`src/rtl/rv_pkg.sv`:
```
`default_nettype none

package rv_pkg;

  localparam int XLEN = 32;

  typedef logic [XLEN-1:0] word_t;
  typedef logic [4:0]      reg_addr_t;
  typedef logic [31:0]     instr_t;

  typedef enum logic [3:0] {
    ALU_ADD,
    ALU_SUB,
    ALU_SLL,
    ALU_SLT,
    ALU_SLTU,
    ALU_XOR,
    ALU_SRL,
    ALU_SRA,
    ALU_OR,
    ALU_AND,
    ALU_PASS_B
  } alu_op_e;

  // values follow the funct3 field of the branch opcode
  typedef enum logic [2:0] {
    BR_EQ  = 3'b000,
    BR_NE  = 3'b001,
    BR_LT  = 3'b100,
    BR_GE  = 3'b101,
    BR_LTU = 3'b110,
    BR_GEU = 3'b111
  } branch_cond_e;

  typedef struct packed {
    logic   valid;
    word_t  pc;
    instr_t instr;
  } fetch_s;

  typedef struct packed {
    logic         valid;
    word_t        pc;
    reg_addr_t    rs1;
    reg_addr_t    rs2;
    reg_addr_t    rd;
    word_t        imm;
    logic         use_imm;
    alu_op_e      alu_op;
    logic         is_branch;
    branch_cond_e branch_cond;
    logic         is_link;
    word_t        link_data;
  } decode_s;

  typedef struct packed {
    logic         valid;
    reg_addr_t    rd;
    word_t        result;
    logic         is_branch;
    branch_cond_e branch_cond;
    word_t        branch_target;
    logic         eq;
    logic         lt;
    logic         ltu;
  } exec_s;

  typedef struct packed {
    logic  valid;
    word_t target;
  } redirect_s;

endpackage

`default_nettype wire

```
`src/rtl/rv_core.sv`:
```
`timescale 1ns/10ps
`default_nettype none

module rv_core import rv_pkg::*; #(
  parameter word_t RESET_PC = '0
) (
  input  wire logic   clk_i,
  input  wire logic   reset_i,
  output word_t       imem_addr_o,
  input  wire instr_t imem_data_i,
  output logic        retire_valid_o,
  output reg_addr_t   retire_rd_o,
  output word_t       retire_data_o
);

  fetch_s    prefetch;
  decode_s   decode_bundle;
  decode_s   opf_bundle;
  word_t     rs1_val;
  word_t     rs2_val;
  exec_s     exec_result;
  redirect_s jal_redirect;
  redirect_s branch_redirect;
  logic      wb_valid;
  reg_addr_t wb_rd;
  word_t     wb_data;

  ////////////////////
  // front end

  rv_fetch #(
    .RESET_PC (RESET_PC)
  ) fetch_inst (
    .clk_i             (clk_i),
    .reset_i           (reset_i),
    .imem_data_i       (imem_data_i),
    .jal_redirect_i    (jal_redirect),
    .branch_redirect_i (branch_redirect),
    .imem_addr_o       (imem_addr_o),
    .fetch_o           (prefetch)
  );

  rv_decode decode_inst (
    .clk_i          (clk_i),
    .reset_i        (reset_i),
    .fetch_i        (prefetch),
    .flush_i        (branch_redirect.valid),
    .decode_o       (decode_bundle),
    .jal_redirect_o (jal_redirect)
  );

  ////////////////////
  // back end

  rv_operand_fetch operand_fetch_inst (
    .clk_i      (clk_i),
    .reset_i    (reset_i),
    .decode_i   (decode_bundle),
    .flush_i    (branch_redirect.valid),
    .wb_valid_i (wb_valid),
    .wb_rd_i    (wb_rd),
    .wb_data_i  (wb_data),
    .opf_o      (opf_bundle),
    .rs1_val_o  (rs1_val),
    .rs2_val_o  (rs2_val)
  );

  rv_execute execute_inst (
    .clk_i      (clk_i),
    .reset_i    (reset_i),
    .opf_i      (opf_bundle),
    .rs1_val_i  (rs1_val),
    .rs2_val_i  (rs2_val),
    .flush_i    (branch_redirect.valid),
    .wb_valid_i (wb_valid),
    .wb_rd_i    (wb_rd),
    .wb_data_i  (wb_data),
    .exec_o     (exec_result)
  );

  rv_writeback writeback_inst (
    .clk_i             (clk_i),
    .reset_i           (reset_i),
    .exec_i            (exec_result),
    .wb_valid_o        (wb_valid),
    .wb_rd_o           (wb_rd),
    .wb_data_o         (wb_data),
    .branch_redirect_o (branch_redirect),
    .retire_valid_o    (retire_valid_o),
    .retire_rd_o       (retire_rd_o),
    .retire_data_o     (retire_data_o)
  );

endmodule

`default_nettype wire

```
`src/rtl/rv_decode.sv`:
```
`timescale 1ns/10ps
`default_nettype none

module rv_decode import rv_pkg::*; (
  input  wire logic      clk_i,
  input  wire logic      reset_i,
  input  wire fetch_s    fetch_i,
  input  wire logic      flush_i,
  output decode_s        decode_o,
  output redirect_s      jal_redirect_o
);

  localparam logic [6:0] OPC_OP_IMM = 7'b0010011;
  localparam logic [6:0] OPC_OP     = 7'b0110011;
  localparam logic [6:0] OPC_LUI    = 7'b0110111;
  localparam logic [6:0] OPC_JAL    = 7'b1101111;
  localparam logic [6:0] OPC_BRANCH = 7'b1100011;

  instr_t     instr;
  logic [6:0] opcode;
  logic [2:0] funct3;
  logic [6:0] funct7;
  word_t      imm_i;
  word_t      imm_u;
  word_t      imm_b;
  word_t      imm_j;
  logic       legal;
  logic       is_jal;
  decode_s    dec;

  // shared by op and op-imm, alt picks sub or sra
  function automatic alu_op_e alu_from_funct(input logic [2:0] f3, input logic alt);
    alu_op_e op;
    case (f3)
      3'b000:  op = alt ? ALU_SUB : ALU_ADD;
      3'b001:  op = ALU_SLL;
      3'b010:  op = ALU_SLT;
      3'b011:  op = ALU_SLTU;
      3'b100:  op = ALU_XOR;
      3'b101:  op = alt ? ALU_SRA : ALU_SRL;
      3'b110:  op = ALU_OR;
      default: op = ALU_AND;
    endcase
    return op;
  endfunction

  assign instr  = fetch_i.instr;
  assign opcode = instr[6:0];
  assign funct3 = instr[14:12];
  assign funct7 = instr[31:25];

  // immediate formats
  assign imm_i = {{20{instr[31]}}, instr[31:20]};
  assign imm_u = {instr[31:12], 12'b0};
  assign imm_b = {{19{instr[31]}}, instr[31], instr[7], instr[30:25], instr[11:8], 1'b0};
  assign imm_j = {{11{instr[31]}}, instr[31], instr[19:12], instr[20], instr[30:21], 1'b0};

  always_comb begin
    dec           = '0;
    dec.pc        = fetch_i.pc;
    dec.rs1       = instr[19:15];
    dec.rs2       = instr[24:20];
    dec.rd        = instr[11:7];
    dec.link_data = fetch_i.pc + 32'd4;
    dec.alu_op    = ALU_ADD;
    dec.branch_cond = BR_EQ;
    legal         = 1'b1;
    is_jal        = 1'b0;
    case (opcode)
      OPC_OP_IMM: begin
        dec.rs2     = '0;
        dec.imm     = imm_i;
        dec.use_imm = 1'b1;
        // funct7 is immediate data except on the right shifts
        dec.alu_op  = alu_from_funct(funct3, (funct3 == 3'b101) && funct7[5]);
      end
      OPC_OP: begin
        dec.alu_op = alu_from_funct(funct3, funct7[5]);
        legal = (funct7 == 7'b0000000) ||
                ((funct7 == 7'b0100000) && ((funct3 == 3'b000) || (funct3 == 3'b101)));
      end
      OPC_LUI: begin
        dec.rs1     = '0;
        dec.rs2     = '0;
        dec.imm     = imm_u;
        dec.use_imm = 1'b1;
        dec.alu_op  = ALU_PASS_B;
      end
      OPC_JAL: begin
        dec.rs1     = '0;
        dec.rs2     = '0;
        dec.imm     = imm_j;
        dec.is_link = 1'b1;
        is_jal      = 1'b1;
      end
      OPC_BRANCH: begin
        // rd bits hold the immediate here, keep them out of forwarding
        dec.rd          = '0;
        dec.imm         = imm_b;
        dec.is_branch   = 1'b1;
        dec.branch_cond = branch_cond_e'(funct3);
        legal           = funct3[2] | ~funct3[1];
      end
      default: begin
        legal = 1'b0;
      end
    endcase
    // unknown encodings become bubbles
    dec.valid = fetch_i.valid & legal & ~flush_i & ~jal_redirect_o.valid;
  end

  ////////////////////
  // decode register

  always_ff @(posedge clk_i) begin
    decode_o              <= dec;
    jal_redirect_o.target <= fetch_i.pc + imm_j;
    if (reset_i) begin
      decode_o.valid       <= 1'b0;
      jal_redirect_o.valid <= 1'b0;
    end else begin
      jal_redirect_o.valid <= dec.valid & is_jal;
    end
  end

endmodule

`default_nettype wire

```
`src/rtl/rv_execute.sv`:
```
`timescale 1ns/10ps
`default_nettype none

module rv_execute import rv_pkg::*; (
  input  wire logic      clk_i,
  input  wire logic      reset_i,
  input  wire decode_s   opf_i,
  input  wire word_t     rs1_val_i,
  input  wire word_t     rs2_val_i,
  input  wire logic      flush_i,
  input  wire logic      wb_valid_i,
  input  wire reg_addr_t wb_rd_i,
  input  wire word_t     wb_data_i,
  output exec_s          exec_o
);

  word_t op_a;
  word_t op_b;
  word_t fwd_rs2;
  word_t alu_result;

  // youngest producer first: execute result, then writeback
  function automatic word_t forward(input reg_addr_t src, input word_t reg_val,
                                    input exec_s ex, input logic wb_v,
                                    input reg_addr_t wb_rd, input word_t wb_data);
    word_t value;
    if (ex.valid && (ex.rd != '0) && (ex.rd == src)) begin
      value = ex.result;
    end else if (wb_v && (wb_rd != '0) && (wb_rd == src)) begin
      value = wb_data;
    end else begin
      value = reg_val;
    end
    return value;
  endfunction

  always_comb begin
    op_a    = forward(opf_i.rs1, rs1_val_i, exec_o, wb_valid_i, wb_rd_i, wb_data_i);
    fwd_rs2 = forward(opf_i.rs2, rs2_val_i, exec_o, wb_valid_i, wb_rd_i, wb_data_i);
    op_b    = opf_i.use_imm ? opf_i.imm : fwd_rs2;
  end

  ////////////////////
  // alu

  always_comb begin
    case (opf_i.alu_op)
      ALU_ADD:    alu_result = op_a + op_b;
      ALU_SUB:    alu_result = op_a - op_b;
      ALU_SLL:    alu_result = op_a << op_b[4:0];
      ALU_SLT:    alu_result = {31'b0, $signed(op_a) < $signed(op_b)};
      ALU_SLTU:   alu_result = {31'b0, op_a < op_b};
      ALU_XOR:    alu_result = op_a ^ op_b;
      ALU_SRL:    alu_result = op_a >> op_b[4:0];
      ALU_SRA:    alu_result = word_t'($signed(op_a) >>> op_b[4:0]);
      ALU_OR:     alu_result = op_a | op_b;
      ALU_AND:    alu_result = op_a & op_b;
      default:    alu_result = op_b;
    endcase
  end

  ////////////////////
  // execute register

  always_ff @(posedge clk_i) begin
    exec_o.rd            <= opf_i.rd;
    exec_o.result        <= opf_i.is_link ? opf_i.link_data : alu_result;
    exec_o.is_branch     <= opf_i.is_branch;
    exec_o.branch_cond   <= opf_i.branch_cond;
    exec_o.branch_target <= opf_i.pc + opf_i.imm;
    // flags for the branch decision in writeback
    exec_o.eq            <= op_a == op_b;
    exec_o.lt            <= $signed(op_a) < $signed(op_b);
    exec_o.ltu           <= op_a < op_b;
    if (reset_i | flush_i) begin
      exec_o.valid <= 1'b0;
    end else begin
      exec_o.valid <= opf_i.valid;
    end
  end

endmodule

`default_nettype wire

```
`src/rtl/rv_fetch.sv`:
```
`timescale 1ns/10ps
`default_nettype none

module rv_fetch import rv_pkg::*; #(
  parameter word_t RESET_PC = '0
) (
  input  wire logic      clk_i,
  input  wire logic      reset_i,
  input  wire instr_t    imem_data_i,
  input  wire redirect_s jal_redirect_i,
  input  wire redirect_s branch_redirect_i,
  output word_t          imem_addr_o,
  output fetch_s         fetch_o
);

  word_t pc_q;
  word_t pc_next;

  assign imem_addr_o = pc_q;

  // branch from writeback is older than a jal in decode, so it wins
  always_comb begin
    if (branch_redirect_i.valid) begin
      pc_next = branch_redirect_i.target;
    end else if (jal_redirect_i.valid) begin
      pc_next = jal_redirect_i.target;
    end else begin
      pc_next = pc_q + 32'd4;
    end
  end

  always_ff @(posedge clk_i) begin
    if (reset_i) begin
      pc_q <= RESET_PC;
    end else begin
      pc_q <= pc_next;
    end
  end

  ////////////////////
  // prefetch register

  always_ff @(posedge clk_i) begin
    fetch_o.pc    <= pc_q;
    fetch_o.instr <= imem_data_i;
    if (reset_i) begin
      fetch_o.valid <= 1'b0;
    end else begin
      // word fetched in a redirect cycle is on the wrong path
      fetch_o.valid <= ~(branch_redirect_i.valid | jal_redirect_i.valid);
    end
  end

endmodule

`default_nettype wire

```
`src/rtl/rv_operand_fetch.sv`:
```
`timescale 1ns/10ps
`default_nettype none

module rv_operand_fetch import rv_pkg::*; (
  input  wire logic      clk_i,
  input  wire logic      reset_i,
  input  wire decode_s   decode_i,
  input  wire logic      flush_i,
  input  wire logic      wb_valid_i,
  input  wire reg_addr_t wb_rd_i,
  input  wire word_t     wb_data_i,
  output decode_s        opf_o,
  output word_t          rs1_val_o,
  output word_t          rs2_val_o
);

  word_t rs1_val;
  word_t rs2_val;

  rv_regfile regfile_inst (
    .clk_i      (clk_i),
    .rs1_addr_i (decode_i.rs1),
    .rs2_addr_i (decode_i.rs2),
    .wr_en_i    (wb_valid_i),
    .wr_addr_i  (wb_rd_i),
    .wr_data_i  (wb_data_i),
    .rs1_o      (rs1_val),
    .rs2_o      (rs2_val)
  );

  ////////////////////
  // opfetch register

  always_ff @(posedge clk_i) begin
    opf_o     <= decode_i;
    rs1_val_o <= rs1_val;
    rs2_val_o <= rs2_val;
    if (reset_i | flush_i) begin
      opf_o.valid <= 1'b0;
    end
  end

endmodule

`default_nettype wire

```
`src/rtl/rv_regfile.sv`:
```
`timescale 1ns/10ps
`default_nettype none

module rv_regfile import rv_pkg::*; (
  input  wire logic      clk_i,
  input  wire reg_addr_t rs1_addr_i,
  input  wire reg_addr_t rs2_addr_i,
  input  wire logic      wr_en_i,
  input  wire reg_addr_t wr_addr_i,
  input  wire word_t     wr_data_i,
  output word_t          rs1_o,
  output word_t          rs2_o
);

  word_t regs [32];

  // x0 reads zero, a register being written returns the new value
  function automatic word_t read_port(input reg_addr_t addr, input word_t stored);
    word_t value;
    if (addr == '0) begin
      value = '0;
    end else if (wr_en_i && (wr_addr_i == addr)) begin
      value = wr_data_i;
    end else begin
      value = stored;
    end
    return value;
  endfunction

  always_ff @(posedge clk_i) begin
    if (wr_en_i) begin
      regs[wr_addr_i] <= wr_data_i;
    end
  end

  always_comb begin
    rs1_o = read_port(rs1_addr_i, regs[rs1_addr_i]);
    rs2_o = read_port(rs2_addr_i, regs[rs2_addr_i]);
  end

endmodule

`default_nettype wire

```
`src/rtl/rv_writeback.sv`:
```
`timescale 1ns/10ps
`default_nettype none

module rv_writeback import rv_pkg::*; (
  input  wire logic  clk_i,
  input  wire logic  reset_i,
  input  wire exec_s exec_i,
  output logic       wb_valid_o,
  output reg_addr_t  wb_rd_o,
  output word_t      wb_data_o,
  output redirect_s  branch_redirect_o,
  output logic       retire_valid_o,
  output reg_addr_t  retire_rd_o,
  output word_t      retire_data_o
);

  logic taken;
  logic accept;

  always_comb begin
    case (exec_i.branch_cond)
      BR_EQ:   taken = exec_i.eq;
      BR_NE:   taken = ~exec_i.eq;
      BR_LT:   taken = exec_i.lt;
      BR_GE:   taken = ~exec_i.lt;
      BR_LTU:  taken = exec_i.ltu;
      default: taken = ~exec_i.ltu;
    endcase
  end

  // the instruction right behind a taken branch is still in execute
  assign accept = exec_i.valid & ~branch_redirect_o.valid;

  always_ff @(posedge clk_i) begin
    wb_rd_o                  <= exec_i.rd;
    wb_data_o                <= exec_i.result;
    branch_redirect_o.target <= exec_i.branch_target;
    if (reset_i) begin
      wb_valid_o              <= 1'b0;
      branch_redirect_o.valid <= 1'b0;
    end else begin
      wb_valid_o              <= accept & ~exec_i.is_branch & (exec_i.rd != '0);
      branch_redirect_o.valid <= accept & exec_i.is_branch & taken;
    end
  end

  // retire port mirrors the register write
  assign retire_valid_o = wb_valid_o;
  assign retire_rd_o    = wb_rd_o;
  assign retire_data_o  = wb_data_o;

endmodule

`default_nettype wire
```
`config.mk`:
```
export PLATFORM = sky130hd
export DESIGN_NAME = rv_core
export DESIGN_NICKNAME = d
export VERILOG_FILES = /design/src/rtl/rv_pkg.sv /design/src/rtl/rv_core.sv /design/src/rtl/rv_decode.sv /design/src/rtl/rv_execute.sv /design/src/rtl/rv_fetch.sv /design/src/rtl/rv_operand_fetch.sv /design/src/rtl/rv_regfile.sv /design/src/rtl/rv_writeback.sv
export SDC_FILE = /design/constraint.sdc
export NUM_CORES = 2
export LEC_CHECK = 0
export BUFFER_PORTS_ARGS = -buffer_cell sky130_fd_sc_hd__buf_2
export CAP_MARGIN = 20
export CORE_MARGIN = 5
export CORE_UTILIZATION = 40
export DETAILED_ROUTE_END_ITERATION = 6
export PLACE_DENSITY_LB_ADDON = 0.12
export SYNTH_ARGS = -nofsm -noshare
export SYNTH_HDL_FRONTEND = slang
export SYNTH_SLANG_ARGS = --single-unit
```
`constraint.sdc`:
```
create_clock -name clk_i -period 6.35 [get_ports clk_i]
set_input_delay 0.635 -clock clk_i [delete_from_list [all_inputs] [get_ports clk_i]]
set_output_delay 0.635 -clock clk_i [all_outputs]
set_load 0.02 [all_outputs]
```
* Yosys cells after proc, flatten, opt, wreduce, memory -nomap -nowiden
Memories as Yosys holds them, arrays and structs flattened. A register that Yosys moved wholly into a read port is not among the register bits.
Index checks and enable logic that the tools add are counted.
** Storage, ports and cells
- Register bits after elaboration :: 522
- Bits in writable memories :: 1024
- Input bits :: 34
- Output and inout port bits :: 70
- Logic and storage cells :: 154
- Memories kept :: 1
** Memories
- operand_fetch_inst.regfile_inst.regs :: depth 32, width 32, read ports 2, clocked after memory_dff 2, write ports 1, line rv_regfile.sv:15 : word_t regs [32];
** Cells by class
- Add/subtract/negate cells :: 6
- Order comparisons :: 2
- Eq/ne operators :: 30
- Shift-type cells :: 3
- Multiplexer cells :: 24
- Bitwise logic cells :: 23
- Reduce and logical (&&, ||, !) cells :: 21
** Operators with widths (count)
- 32-bit one-hot mux with 10 select lines :: 1
- 32-bit 2-to-1 mux :: 8
- 32-bit one-hot mux with 4 select lines :: 1
- 32-bit adder :: 3
- 32-bit by 3-bit adder with 32-bit output (second input constant) :: 2
- 32-bit less-than comparator :: 2
- 4-bit one-hot mux with 7 select lines :: 2
- 32-bit AND :: 1
- 32-bit equality test :: 1
- 32-bit OR :: 1
- 32-bit by 5-bit << shifter with 32-bit output :: 1
- 32-bit by 5-bit right shift with 32-bit output :: 1
- 32-bit by 5-bit >>> shifter with 32-bit output :: 1
- 32-bit subtractor :: 1
- 32-bit XOR :: 1
- 7-bit by 6-bit equality test with 1-bit output (second input constant) :: 3
- 5-bit equality test :: 4
- 3-bit equality test (second input constant) :: 6
- 4-bit by 3-bit equality test with 1-bit output (second input constant) :: 4
- 7-bit equality test (second input constant) :: 2
- 4-bit one-hot mux with 3 select lines :: 1
- 5-bit zero test :: 2
- 5-bit nonzero test :: 2
- 1-bit AND :: 9
- other kinds (19) :: 49

* Depth between registers and ports, before layout
- Depth in word-level cells :: 9
- Gate-level depth with buffers :: 23
- Mapped depth without buffers :: 20

* By module
A second synthesis with hierarchy kept.
** Second synthesis, totals
- Cells, all modules :: 5824
- Area, all modules :: 76857.5 sq um
** Modules (own cells, without submodules)
- rv_regfile :: instances 1, cells each 2543, area each 47709.5 sq um, sequential area each 30749.5 sq um
- rv_execute :: instances 1, cells each 2100, area each 14520.2 sq um, sequential area each 1541.5 sq um
- rv_decode :: instances 1, cells each 572, area each 5880.6 sq um, sequential area each 3042.9 sq um
- rv_operand_fetch :: instances 1, cells each 187, area each 3736.1 sq um, sequential area each 3723.6 sq um
- rv_fetch :: instances 1, cells each 301, area each 3208.1 sq um, sequential area each 1941.9 sq um
- rv_writeback :: instances 1, cells each 121, area each 1803.0 sq um, sequential area each 1421.4 sq um

* Worst setup path after synthesis
Ideal clock, no wire load.
- Path kind :: register -> register
- Start point :: register writeback_inst.wb_rd_o[0], in the netlist writeback_inst.retire_rd_o[0]
- End point :: register execute_inst.exec_o[39] (netlist bit)
- Library setup time :: 70 ps
- Arrival time :: 5794 ps
- Data required time :: 6280 ps
- Slack :: 486 ps
- Stages on the path, launching flop included :: 24
- Buffers on the path :: 4
- Clock period less this slack :: 5864 ps
- Cell sequence :: dfxtp_1 buf_2 xnor2_2 o311a_1 nand3_1 a311o_1 nand2_4 buf_2 buf_2 buf_2 ha_1 inv_1 fa_1 a21o_1 a31o_2 a2111o_1 a211oi_1 a21oi_1 a211o_1 a211oi_1 xnor2_1 a32oi_1 or2_2 a21oi_1
** On the way
- Longest elaborated chain between the ends :: 9
- Elaborated cells on any way between the ends :: 23
- Classes of those cells :: add/sub: 2; order compare: 2; eq/ne: 2; shift: 3; mux: 7; bitwise: 3; reduce/logical: 4
** Ends and longest elaborated chain
- start: declaration :: line rv_writeback.sv:9 : output reg_addr_t wb_rd_o,
- start signal: assignment :: line rv_writeback.sv:35 : wb_rd_o <= exec_i.rd;
- 5-bit nonzero test :: line rv_execute.sv:29 : end else if (wb_v && (wb_rd != '0) && (wb_rd == src)) begin
- 1-bit logical AND (2 in series) :: line rv_execute.sv:29
- 32-bit 2-to-1 mux :: line rv_execute.sv:29
- 32-bit 2-to-1 mux :: line rv_execute.sv:27 : if (ex.valid && (ex.rd != '0) && (ex.rd == src)) begin
- 32-bit 2-to-1 mux :: line rv_execute.sv:40 : op_b = opf_i.use_imm ? opf_i.imm : fwd_rs2;
- 32-bit subtractor, or another cell as far along :: line rv_execute.sv:49 : ALU_SUB: alu_result = op_a - op_b;
- 32-bit one-hot mux with 10 select lines (*) :: line rv_execute.sv:47 : case (opf_i.alu_op)
- 32-bit 2-to-1 mux (*) :: line rv_execute.sv:67 : exec_o.result <= opf_i.is_link ? opf_i.link_data : alu_result;
- end: declaration :: line rv_execute.sv:14 : output exec_s exec_o
Every way passes the cells marked *; elsewhere a longest branch is shown, timed or not.
A chain may end at the register's enable or synchronous reset.

* Final worst setup path
- Start point :: register execute_inst.exec_o[71] (netlist bit)
- End point :: register execute_inst.exec_o[68] (netlist bit)
** On the way
- Longest elaborated chain between the ends :: 8
- Elaborated cells on any way between the ends :: 19
- Classes of those cells :: add/sub: 2; eq/ne: 2; shift: 3; mux: 5; bitwise: 3; reduce/logical: 4
** Ends and longest elaborated chain (line)
- 5-bit nonzero test :: rv_execute.sv:27
- 1-bit logical AND (2 in series) :: rv_execute.sv:27
- 32-bit 2-to-1 mux :: rv_execute.sv:27
- 32-bit 2-to-1 mux :: rv_execute.sv:40
- 32-bit subtractor, or another cell as far along :: rv_execute.sv:49
- 32-bit one-hot mux with 10 select lines (*) :: rv_execute.sv:47
- 32-bit 2-to-1 mux (*) :: rv_execute.sv:67
Marks and branches as above.

==> flow_summary.ini <==
[sta]
rsz0062_at_grt = no
min_period_ns = 6.08
fmax_mhz = 165
skew_ns = 0.0604
slew_viol_final = 0
slew_headroom_pct = 18.4
finalSetupViolations = 0
final.period_utilization_pct = 95.7
hold_viol = 0
tightestPinTransition_ns = 1.21
setup_tns_ns = 0
fin_ws_ns = 0.272

[yosys]
ys_ff_latch = 1605
synth.area.top_cells = edfxtp_1 (40%), mux4_2 (16%), dfxtp_1 (15%), mux2i_1 (2.9%), ha_1 (2.7%)
syn_area_um2 = 76300
async_flop_share_pct = 0
synth_most_common_cell = edfxtp_1
netlist_instances = 5511
yosysSeqAreaShare_pct = 55.5
postSynthAreaPerCell_um2 = 13.8
synth_edf_count = 1024
yosys-top-cells-count = edfxtp_1 (1024), dfxtp_1 (581), mux4_2 (551)
yosys_warnings = 0
synth_top_area_share_pct = 40.3
synth_cell_type_count = 107
synth_fp_nets = 5711
synthFlopType = edfxtp_1
yosys.area.top_type = edfxtp_1

[power]
irDropWorstVdd_uv = 241
p_int_uw = 20200
leakagePower_uw = 0.0307
total_power_uw = 28900
p_clk_share_pct = 36.3
p_seq_share_pct = 44.3
sw_frac_of_total_pct = 30.1
p_sw_uw = 8690
p_comb_share_pct = 19.4
p_per_area_nw_per_um2 = 331

[final_layout]
postLayoutCoreUtil_pct = 45.9
area_growth_syn_to_layout_pct = 14.2
layout.nets = 5885
nFillCells = 16800
layout-drive-gt1-share_pct = 22.9
finalNonFillerCells = 8340

[run]
drv_cap = 0

[worst_setup_path]
cp-end-kind = register
crit_chain = or4_4 > o211ai_2 > or2_2 > buf_4 > nor2_1 > a211oi_1 > a21oi_1 > inv_1 > ha_1 > nand2b_1 > a221oi_1 > o21ai_0 > o31ai_1 > o21ai_0 > o31ai_1 > nor4b_1 > o21ai_0 > o221a_2 > a21oi_1
cp.buffers_inverters = 2
crit_path_start_kind = register
worstPathRequired_ns = 7.08
worst_path_max_delay_cell = or4_4
crit_family = compound AO/OA/AOI/OAI gates
max_stage_delay_ns = 0.60
crit_type = register to register
critPathMaxFanout = 23
worstPathArrival_ns = 6.81
cpMostUsedCell = o21ai_0

[placement]
io_buffers = 103
gp_congestion = 0.978
dp.cells = 7987
dp_hpwl_um = 186000
place_ws_ns = 0.0554

[clocking]
clock_latency_ns = 0.83
clkSinkCount = 1605
cts_root_buf = clkbuf_16
cts_tree = done
cts_buffers = 174
path_clk_slew_ns = 0.07
htreeDepth = 4
cts.path.max_buffers = 3

[routing]
avgViaCountPerCell = 6.23
dr.pass1.iters = 6
wl_um = 282000
wl_per_cell_um = 33.9
drc = 0
drtIter0Drc = 6383
vias = 52000
ant_nets = 0

[die]
num_rows = 160
start_util_pct = 40.2
die_h_um = 447
dieWidth_um = 447
top_level_ports = 104
core_area_um2 = 190000
die_area_um2 = 200000

[grt]
grt_pass1_wl_um = 396000
grt_max_degree = 71
grt_overflow_total = 0
grt_pass1_vias = 51300
antenna_found_initial = 8
track_usage_pct = 27.9

[worst_hold_path]
hp-class = register to register

[run_status]
outcome = finished, final reports clean
==> sequential cells by signal (all words and copies together), names as in the netlist, 32 cells and up <==
register	flops
execute_inst.exec_o	77
operand_fetch_inst.regfile_inst.regs	1024
operand_fetch_inst.rs2_val_o	32
operand_fetch_inst.opf_o	120
operand_fetch_inst.rs1_val_o	32
writeback_inst.retire_data_o	32
fetch_inst.imem_addr_o	32
decode_inst.jal_redirect_o	32
decode_inst.decode_o	120
fetch_inst.fetch_o	65
writeback_inst.branch_redirect_o	33
==> timing repair <==
item / 4_1_cts / 5_1_grt
endpoints found under the setup margin: 0 / 1
endpoints found under the hold margin: 32 / 0
hold buffers: 32 / 0
gates resized for setup: 0 / 2
buffers inserted: 0 / 0
==> kinds of logic after synthesis <==
family | share of synthesized area, %
AO/OA/AOI/OAI | 10.9
adder cells (fa/ha/maj) | 2.76
buffers and inverters | 2.61
XOR/XNOR | 1.71
flip-flops | 55.5
multiplexers | 19.9
AND/OR/NAND/NOR | 6.56
==> final timing paths <==
| kind | start | end | slack [ns] | cells past startpoint |
|---|---|---|---|---|
| setup / recovery | execute_inst.exec_o[71] | execute_inst.exec_o[68] | 0.27 | 19 |
| setup reg to reg | execute_inst.exec_o[71] | execute_inst.exec_o[68] | 0.27 | 19 |
| hold reg to reg | decode_inst.decode_o[43] | operand_fetch_inst.opf_o[43] | 0.30 | 0 |
| hold / removal | decode_inst.decode_o[43] | operand_fetch_inst.opf_o[43] | 0.30 | 0 |
==> placed cells by master, fill, tap and decap left out, types with 133 or more instances in the layout <==
cell type and instances:
a211oi_1 133, a21oi_1 264, buf_4 221, clkbuf_16 178, dfxtp_1 568, edfxtp_1 1024
ha_1 162, mux2i_1 221, mux4_2 551, nand2_1 213, nor2_1 334, o21ai_0 179
==> layout make-up <==
type	instances	area (µm²)	area share, %
tap	2511	3140	3.61
timing repair buffer	375	2860	3.28
clock buffer	227	4830	5.55
antenna	1	2.50	0.00287
sequential	1605	42400	48.7
multi-input combinational	3404	32300	37.1
inverter	125	474	0.544
clock inverter	92	1120	1.28
==> power groups by stage <==
stage          Clock (µW)  Combinational, µW  Sequential [µW]
5_1_grt             11100               5860            12800
4_1_cts             10700               5500            12800
6_report            10500               5590            12800
2_1_floorplan           0               2550            13300
3_5_place_dp            0               5470            13000
3_3_place_gp            0               5490            13000
==> stage by stage <==
| stage | hold WS (ns) | instance area (µm²) |
|---|---|---|
| after CTS | 0.310 | 87100 |
| after floorplan | 0.310 | 76300 |
| final | 0.304 | 87100 |
| after global placement | 0.310 | 80800 |
| after global routing | 0.315 | 87100 |
| after detailed placement | 0.312 | 80800 |
==> per-layer routing <==
layer,up-vias,routed length [µm],track usage (%)
met5,-,13,0
met4,2,13900,12.1
met3,516,19800,4.21
li1,22200,-,-
met1,26900,116000,37.7
met2,2348,133000,45.1
Note: power is estimated with default switching activity, not from simulation.
